<file path="src/hw/sifhPkg.sv">
package sifhPkg;

    // timestamp word
    localparam int Np = 10;

    // pixel group and frame shape
    localparam int PIXEL_NUM = 3;
    localparam int ACQ_NUM = 4;
    localparam int FRAME_WORDS = PIXEL_NUM * ACQ_NUM;

    // coarse/fine split of a timestamp
    localparam int BIN_BITS = 4;
    localparam int BIN_NUM = 1 << BIN_BITS;
    localparam int FINE_BITS = Np - BIN_BITS;

    // histogram counters saturate at all ones
    localparam int CNT_BITS = 8;
    localparam logic [CNT_BITS-1:0] CNT_MAX = {CNT_BITS{1'b1}};

    // index widths and last positions
    localparam int PIX_BITS = $clog2(PIXEL_NUM);
    localparam int ACQ_BITS = $clog2(ACQ_NUM);
    localparam logic [PIX_BITS-1:0] LAST_PIXEL = PIX_BITS'(PIXEL_NUM - 1);
    localparam logic [ACQ_BITS-1:0] LAST_ACQ = ACQ_BITS'(ACQ_NUM - 1);
    localparam logic [BIN_BITS-1:0] LAST_BIN = BIN_BITS'(BIN_NUM - 1);

    // all ones = no detection in this acquisition
    localparam logic [Np-1:0] NO_HIT = {Np{1'b1}};

    // middle of a bin, used when rebuilding a timestamp from a bin index
    localparam logic [FINE_BITS-1:0] FINE_CENTER = FINE_BITS'(1 << (FINE_BITS - 1));

    // peak finder states
    localparam logic ST_IDLE = 1'b0;
    localparam logic ST_SCAN = 1'b1;

    // one timestamp word, seen either raw or as bin + fine offset
    typedef union packed {
        logic [Np-1:0] raw;
        struct packed {
            logic [BIN_BITS-1:0] bin;
            logic [FINE_BITS-1:0] fine;
        } fields;
    } tsWordT;

endpackage

</file>
<file path="src/hw/binCounterBank.sv">
`timescale 1ns/10ps

module binCounterBank (
    input  logic                         clk,
    input  logic                         rstN,
    input  logic                         accept,
    input  logic [sifhPkg::PIX_BITS-1:0] pixelIdx,
    input  sifhPkg::tsWordT              word,
    input  logic                         scanEn,
    input  logic [sifhPkg::PIX_BITS-1:0] scanPixel,
    input  logic [sifhPkg::BIN_BITS-1:0] scanBin,
    output logic [sifhPkg::CNT_BITS-1:0] scanCount
);

    // one histogram per pixel
    logic [sifhPkg::CNT_BITS-1:0] binCnt [sifhPkg::PIXEL_NUM][sifhPkg::BIN_NUM];

    // increment path
    logic                         hitValid;
    logic [sifhPkg::BIN_BITS-1:0] hitBin;
    logic [sifhPkg::CNT_BITS-1:0] curCnt;
    logic                         atMax;

    // coarse bin straight from the union
    assign hitBin = word.fields.bin;

    // no-detection words still consume a slot, just not a count
    assign hitValid = accept && (word.raw != sifhPkg::NO_HIT);

    // counter being bumped this cycle
    assign curCnt = binCnt[pixelIdx][hitBin];
    assign atMax = (curCnt == sifhPkg::CNT_MAX);

    // scan read port, combinational
    assign scanCount = binCnt[scanPixel][scanBin];

    always_ff @(posedge clk) begin
        if (!rstN) begin
            for (int p = 0; p < sifhPkg::PIXEL_NUM; p++) begin
                for (int b = 0; b < sifhPkg::BIN_NUM; b++) begin
                    binCnt[p][b] <= '0;
                end
            end
        end else begin
            // accumulate
            // saturate, a full counter stays full
            if (hitValid && !atMax) begin
                binCnt[pixelIdx][hitBin] <= curCnt + 1'b1;
            end

            // read-and-clear while scanning
            // bins are empty again by the time busy drops
            // accept is low during the scan, so no clash with the bump
            if (scanEn) begin
                binCnt[scanPixel][scanBin] <= '0;
            end
        end
    end

endmodule

</file>
<file path="src/hw/hisBuilderFSM.sv">
`timescale 1ns/10ps

module hisBuilderFSM (
    input  logic                clk,
    input  logic                rstN,
    input  logic                wrEn,
    input  sifhPkg::tsWordT     data,
    output logic [sifhPkg::Np-1:0] peakResult [sifhPkg::PIXEL_NUM-1:0],
    output logic                peakValid,
    output logic                busy
);

    // sequencer -> bank / finder
    logic                         accept;
    logic [sifhPkg::PIX_BITS-1:0] pixelIdx;
    logic                         frameEnd;

    // finder -> sequencer
    logic                         scanDone;

    // finder <-> bank scan port
    logic                         scanEn;
    logic [sifhPkg::PIX_BITS-1:0] scanPixel;
    logic [sifhPkg::BIN_BITS-1:0] scanBin;
    logic [sifhPkg::CNT_BITS-1:0] scanCount;

    // pixel order, frame boundary, busy window
    pixelSequencer pixelSequencer_i (
        .clk      (clk),
        .rstN     (rstN),
        .wrEn     (wrEn),
        .scanDone (scanDone),
        .accept   (accept),
        .pixelIdx (pixelIdx),
        .frameEnd (frameEnd),
        .busy     (busy)
    );

    // histogram storage
    // raw word goes straight in, bank decodes the bin itself
    binCounterBank binCounterBank_i (
        .clk       (clk),
        .rstN      (rstN),
        .accept    (accept),
        .pixelIdx  (pixelIdx),
        .word      (data),
        .scanEn    (scanEn),
        .scanPixel (scanPixel),
        .scanBin   (scanBin),
        .scanCount (scanCount)
    );

    // argmax per pixel once a frame is complete
    peakFinder peakFinder_i (
        .clk        (clk),
        .rstN       (rstN),
        .frameEnd   (frameEnd),
        .scanCount  (scanCount),
        .scanEn     (scanEn),
        .scanPixel  (scanPixel),
        .scanBin    (scanBin),
        .scanDone   (scanDone),
        .peakResult (peakResult),
        .peakValid  (peakValid)
    );

endmodule

</file>
<file path="src/hw/peakFinder.sv">
`timescale 1ns/10ps

module peakFinder (
    input  logic                         clk,
    input  logic                         rstN,
    input  logic                         frameEnd,
    input  logic [sifhPkg::CNT_BITS-1:0] scanCount,
    output logic                         scanEn,
    output logic [sifhPkg::PIX_BITS-1:0] scanPixel,
    output logic [sifhPkg::BIN_BITS-1:0] scanBin,
    output logic                         scanDone,
    output logic [sifhPkg::Np-1:0]       peakResult [sifhPkg::PIXEL_NUM-1:0],
    output logic                         peakValid
);

    logic                         state;

    // running best for the current pixel
    logic [sifhPkg::CNT_BITS-1:0] bestCnt;
    logic [sifhPkg::BIN_BITS-1:0] bestBin;

    // best including the bin on the port right now
    logic [sifhPkg::CNT_BITS-1:0] candCnt;
    logic [sifhPkg::BIN_BITS-1:0] candBin;

    logic                         lastBin;
    logic                         lastPixel;

    // timestamp rebuilt from the winning bin
    sifhPkg::tsWordT              pixResult;

    // results of finished pixels, published all at once
    logic [sifhPkg::Np-1:0]       stage [sifhPkg::PIXEL_NUM];

    assign scanEn = (state == sifhPkg::ST_SCAN);
    assign lastBin = (scanBin == sifhPkg::LAST_BIN);
    assign lastPixel = (scanPixel == sifhPkg::LAST_PIXEL);

    // last bin of last pixel is on the port
    assign scanDone = scanEn && lastBin && lastPixel;

    // bin 0 restarts the search
    // strictly greater only, so a tie keeps the lower bin
    always_comb begin
        if (scanBin == '0 || scanCount > bestCnt) begin
            candCnt = scanCount;
            candBin = scanBin;
        end else begin
            candCnt = bestCnt;
            candBin = bestBin;
        end
    end

    // bin centre, or no-hit for an empty histogram
    always_comb begin
        pixResult.fields.bin = candBin;
        pixResult.fields.fine = sifhPkg::FINE_CENTER;
        if (candCnt == '0) begin
            pixResult.raw = sifhPkg::NO_HIT;
        end
    end

    always_ff @(posedge clk) begin
        if (!rstN) begin
            state <= sifhPkg::ST_IDLE;
            scanPixel <= '0;
            scanBin <= '0;
            bestCnt <= '0;
            bestBin <= '0;
            peakValid <= 1'b0;
            for (int p = 0; p < sifhPkg::PIXEL_NUM; p++) begin
                peakResult[p] <= sifhPkg::NO_HIT;
            end
        end else begin
            // one-cycle pulse
            peakValid <= 1'b0;
            case (state)
                sifhPkg::ST_IDLE: begin
                    if (frameEnd) begin
                        state <= sifhPkg::ST_SCAN;
                        scanPixel <= '0;
                        scanBin <= '0;
                    end
                end
                sifhPkg::ST_SCAN: begin
                    // one bin per cycle, bin index wraps on its own
                    bestCnt <= candCnt;
                    bestBin <= candBin;
                    scanBin <= scanBin + 1'b1;
                    if (lastBin) begin
                        stage[scanPixel] <= pixResult.raw;
                        if (lastPixel) begin
                            scanPixel <= '0;
                            state <= sifhPkg::ST_IDLE;
                            peakValid <= 1'b1;
                            // current pixel bypasses the stage
                            for (int p = 0; p < sifhPkg::PIXEL_NUM; p++) begin
                                if (p == int'(scanPixel)) begin
                                    peakResult[p] <= pixResult.raw;
                                end else begin
                                    peakResult[p] <= stage[p];
                                end
                            end
                        end else begin
                            scanPixel <= scanPixel + 1'b1;
                        end
                    end
                end
                default: state <= sifhPkg::ST_IDLE;
            endcase
        end
    end

endmodule

</file>
<file path="src/hw/pixelSequencer.sv">
`timescale 1ns/10ps

module pixelSequencer (
    input  logic                         clk,
    input  logic                         rstN,
    input  logic                         wrEn,
    input  logic                         scanDone,
    output logic                         accept,
    output logic [sifhPkg::PIX_BITS-1:0] pixelIdx,
    output logic                         frameEnd,
    output logic                         busy
);

    // acquisition round within the frame
    logic [sifhPkg::ACQ_BITS-1:0] acqIdx;
    logic                         lastPixel;
    logic                         lastAcq;

    // words during the scan are simply dropped
    assign accept = wrEn && !busy;

    assign lastPixel = (pixelIdx == sifhPkg::LAST_PIXEL);
    assign lastAcq = (acqIdx == sifhPkg::LAST_ACQ);

    // last pixel of last acquisition closes the frame
    assign frameEnd = accept && lastPixel && lastAcq;

    // position in the frame, moves only on accepted words
    always_ff @(posedge clk) begin
        if (!rstN) begin
            pixelIdx <= '0;
            acqIdx <= '0;
        end else if (accept) begin
            if (lastPixel) begin
                pixelIdx <= '0;
                // wrap to acquisition 0 at frame end
                if (lastAcq) begin
                    acqIdx <= '0;
                end else begin
                    acqIdx <= acqIdx + 1'b1;
                end
            end else begin
                pixelIdx <= pixelIdx + 1'b1;
            end
        end
    end

    // busy window covers the whole peak scan
    always_ff @(posedge clk) begin
        if (!rstN) begin
            busy <= 1'b0;
        end else if (frameEnd) begin
            busy <= 1'b1;
        end else if (scanDone) begin
            // drops together with peakValid
            busy <= 1'b0;
        end
    end

endmodule

</file>
<file path="config.mk">
export PLATFORM = sky130hd
export DESIGN_NAME = hisBuilderFSM
export DESIGN_NICKNAME = d
export VERILOG_FILES = /design/src/hw/sifhPkg.sv /design/src/hw/binCounterBank.sv /design/src/hw/hisBuilderFSM.sv /design/src/hw/peakFinder.sv /design/src/hw/pixelSequencer.sv
export SDC_FILE = /design/constraint.sdc
export NUM_CORES = 1
export LEC_CHECK = 0
export BUFFER_PORTS_ARGS = -buffer_cell sky130_fd_sc_hd__buf_2
export CAP_MARGIN = 20
export CORE_MARGIN = 1
export CORE_UTILIZATION = 35
export CTS_BUF_LIST = sky130_fd_sc_hd__clkbuf_8 sky130_fd_sc_hd__clkbuf_16
export DETAILED_ROUTE_END_ITERATION = 6
export PLACE_DENSITY_LB_ADDON = 0.3
export SLEW_MARGIN = 5
export SYNTH_ARGS = -nofsm -noshare
export SYNTH_HDL_FRONTEND = slang
export SYNTH_SLANG_ARGS = --single-unit
</file>
<file path="constraint.sdc">
create_clock -name clk -period 6.4 [get_ports clk]
set_input_delay 0.96 -clock clk [delete_from_list [all_inputs] [get_ports clk]]
set_output_delay 0.96 -clock clk [all_outputs]
set_load 0.02 [all_outputs]
</file>
==> impl_metrics.csv <==
group,metric,value,unit
route,vias,27960,
placed_design,dp_hpwl,90850,um
setup_path,r2r-end,"peakFinder_i.peakResult[24]$_SDFFE_PN1P_",
worst_hold_path,hold_path_class,"register to register",
route,drt_iter0_drc,4140,
setup_path,cpMostUsedCell,"a22oi_1",
clock_network,cts_buffers,59,
setup_path,rr_worst_depth,13,
cells_and_area,areaGrowthSynthToFinish,13.19,%
timing,rsz0062_at_grt,"no",
cells_and_area,final_common_cell,"dfxtp_1",
power_and_ir_drop,vdd_drop_max,0.1679,mV
cells_and_area,n_fill_cell,8433,
logic_synthesis,synthDistinctLibCells,85,
logic_synthesis,synth_fa_ha_area_share,0.5788,%
grt,track_usage,29.49,%
grt,grt_pass1_wl,188300,um
route,antenna_left,0,
worst_hold_path,whs_path_depth,1,
grt,grt-ovfl-total,0,
grt,antenna_found_initial,4,
timing,final.setup.tns,0,ns
clock_network,ctsHtreeMaxLevel,2,
setup_path,crit_buf_inv,1,
die,die_w,296.0,um
setup_path,worstPathArrival,6.17,ns
die,start_util,35.43,%
clock_network,cts_root_buf,"clkbuf_16",
clock_network,cts_tree,"yes",
placed_design,dpl_cell_area,32060,sq um
setup_path,cp-end-kind,"register",
cells_and_area,final_cell_area,34250,sq um
timing,post-route-period-util,87.80,%
clock_network,clock_path_buffers,3,
cells_and_area,nets,3095,
worst_hold_path,min_from,"peakFinder_i.peakResult[6]$_SDFFE_PN1P_",
placed_design,io_buffers,41,
timing,finalCriticalPeriod,5.619,ns
placed_design,globalplace.congestion,1.007,
route,drc,3,
flow_run,drv_cap,0,
logic_synthesis,yosys_warnings,0,
outcome,violations,"design-rule violations",
setup_path,path_class,"register to register",
clock_network,cts_sinks,566,
logic_synthesis,yosysTopAreaCellShare,36.78,%
clock_network,cts_setup_buffers,0,
die,coreArea,85410,sq um
die,rows,107,
cells_and_area,drive_above_1_share,19.02,%
logic_synthesis,synth_area,30260,sq um
logic_synthesis,synth_top_family_by_area,"multiplexers",
logic_synthesis,synth-simple-area-share,17.85,%
route,routed_wl,131200,um
clock_network,post_cts_resized,0,
power_and_ir_drop,p_leak,11.34,nW
setup_path,slowest_delay,0.69,ns
die,ios,45,
setup_path,cpMaxStageDelayCell,"or4_1",
route,wire_per_inst,30.78,um
die,die_height,296.0,um
setup_path,cp_max_fo,20,
timing,fin_skew,0.03115,ns
logic_synthesis,async_reset_ff_share,0,%
logic_synthesis,synth_area_leaders,"dfxtp_1 37%, mux4_2 17%, a21oi_1 4.6%, nand2_1 4.4%, mux2i_1 3.7%",
logic_synthesis,synthCells,3080,
logic_synthesis,synth_mux_area_share,22.55,%
timing,hold_viol,0,
timing,report.final.slew_viol_count,0,
logic_synthesis,syn_avg_cell_area,9.825,sq um
worst_hold_path,holdPathEnd,"peakFinder_i.peakResult[6]$_SDFFE_PN1P_",
clock_network,worstSkewPairLatency,0.67,ns
timing,worst_pin_slew,1.198,ns
setup_path,critical-path-top-delay-family,"compound AO/OA/AOI/OAI gates",
setup_path,cp_cell_sequence,"buf_12, mux4_2, a22oi_1, a21boi_0, or4_1, ha_1, a21oi_1, o2111ai_1, a22oi_1, mux2_2, nor4_1, nand2_1, o211ai_1",
setup_path,critPathLaunchType,"register",
logic_synthesis,yosysSeqAreaShare,37.77,%
logic_synthesis,synth_largest_area_cell,"dfxtp_1",
power_and_ir_drop,cellPowerDensity,234.6,nW/um^2
logic_synthesis,synthXorXnorAreaFrac,0.2563,%
grt,grtUsageMet2,43.34,%
grt,grtUsageMet1,39.15,%
logic_synthesis,synth-seq-cells,566,
timing,fmax,178.0,MHz
grt,top_usage_layer,"met2",
outcome,status,"finished with violations",
grt,grt_max_degree,85,
clock_network,path_clk_slew,0.06,ns
timing,setup_violations,0,
route,vias_per_cell,6.559,
setup_path,cp_data_required_time,6.96,ns
timing,slew_headroom,19.05,%
setup_path,r2r_slack,0.78,ns
logic_synthesis,synth_ff_type,"dfxtp_1",
cells_and_area,final-seq-area,11450,sq um
logic_synthesis,synth_edf_count,10,
clock_network,cts-hold-fix-buffers,0,
route,dr.pass1.iters,7,
grt,grtUsageMet3,7.772,%
cells_and_area,multiInputGateArea,17540,sq um
die,dieArea,87640,sq um
grt,first_global_vias,25880,
power_and_ir_drop,power,8.036,mW
logic_synthesis,synth_compound_area_share,16.35,%
cells_and_area,final_cell_mix,"552 x dfxtp_1, 352 x nand2_1, 277 x a21oi_1",
-- report_power, final --
group	total (mW)	internal (mW)	leakage [nW]	switching, mW
sequential	3.61	3.56	4.55	0.0414
combinational	0.509	0.148	5.68	0.362
clock	3.92	2.32	1.11	1.60
-- cell type report --
cell class              count  area share, %
clock inverters            36          1.381
inverters                  21         0.2301
clock buffers              74          4.979
diodes                      1       0.007305
multi-input cells        2227          51.21
flip-flops and latches    566          33.41
repair buffers            193          4.602
well taps                1144          4.179
-- state kept, by name, indices dropped and copies added (netlist names), 2 cells and up, named ones only --
signal	count
binCounterBank_i.binCnt	512
pixelSequencer_i.pixelIdx	2
pixelSequencer_i.acqIdx	2
peakFinder_i.peakResult	15
peakFinder_i.scanBin	4
peakFinder_i.bestCnt	8
peakFinder_i.stage	10
peakFinder_i.scanPixel	2
peakFinder_i.bestBin	4
-- synth_stat cells (all sizes together), types with 83 or more instances --
master	n
a22oi	90
nand3b	92
dfxtp	556
a21oi	279
nand3	222
o21ai	83
clkbuf	146
nor2	182
mux2i	113
buf	122
nand2	353
mux4	245
-- per-layer routing --
| layer | up-vias | wire length (um) | share of wire, % |
|---|---|---|---|
| met5 | - | 45 | 0.034 |
| met4 | 6 | 8451 | 6.4 |
| met3 | 438 | 16200 | 12 |
| met2 | 1896 | 55630 | 42 |
| met1 | 13830 | 50860 | 39 |
| li1 | 11780 | - | - |
-- worst max-delay path by stage --
stage               startpoint                                     endpoint  slack, ns  cells after the start
floorplan             register     peakFinder_i.peakResult[24]$_SDFFE_PN1P_       1.63                     20
global placement       data[7]  binCounterBank_i.binCnt[2][57]$_SDFFE_PP0P_       0.70                     13
detailed placement     data[7]  binCounterBank_i.binCnt[2][73]$_SDFFE_PP0P_       0.63                     13
CTS                   register     peakFinder_i.peakResult[24]$_SDFFE_PN1P_       0.90                     13
global route          register     peakFinder_i.peakResult[24]$_SDFFE_PN1P_       0.39                     15
finish                register     peakFinder_i.peakResult[24]$_SDFFE_PN1P_       0.78                     13
-- cells by family (layout without fill, tap and decap cells) --
kind of cell / Yosys count / after routing
and+or+nand+nor: 1076 / 1076
AOI/OAI and AO/OA: 759 / 759
DFF: 566 / 566
muxes: 367 / 367
buffers and inverters: 289 / 324
adders and majority gates: 14 / 14
xor gates and xnor gates: 8 / 8
other: 1 / 4
-- stage by stage --
step / util (%) / std cells / hold WS (ns) / setup WS, ns
3_5_place_dp: 37.54 / 4149 / 0.4457 / 0.6329
2_1_floorplan: - / 3082 / 0.4338 / 1.635
4_1_cts: 40.09 / 4259 / 0.4607 / 0.8997
3_3_place_gp: 37.54 / 4149 / 0.4409 / 0.6972
5_1_grt: 40.10 / 4261 / 0.4788 / 0.3940
6_report: 40.10 / 4262 / 0.4579 / 0.7806
Power figures use the tool's default switching activity.
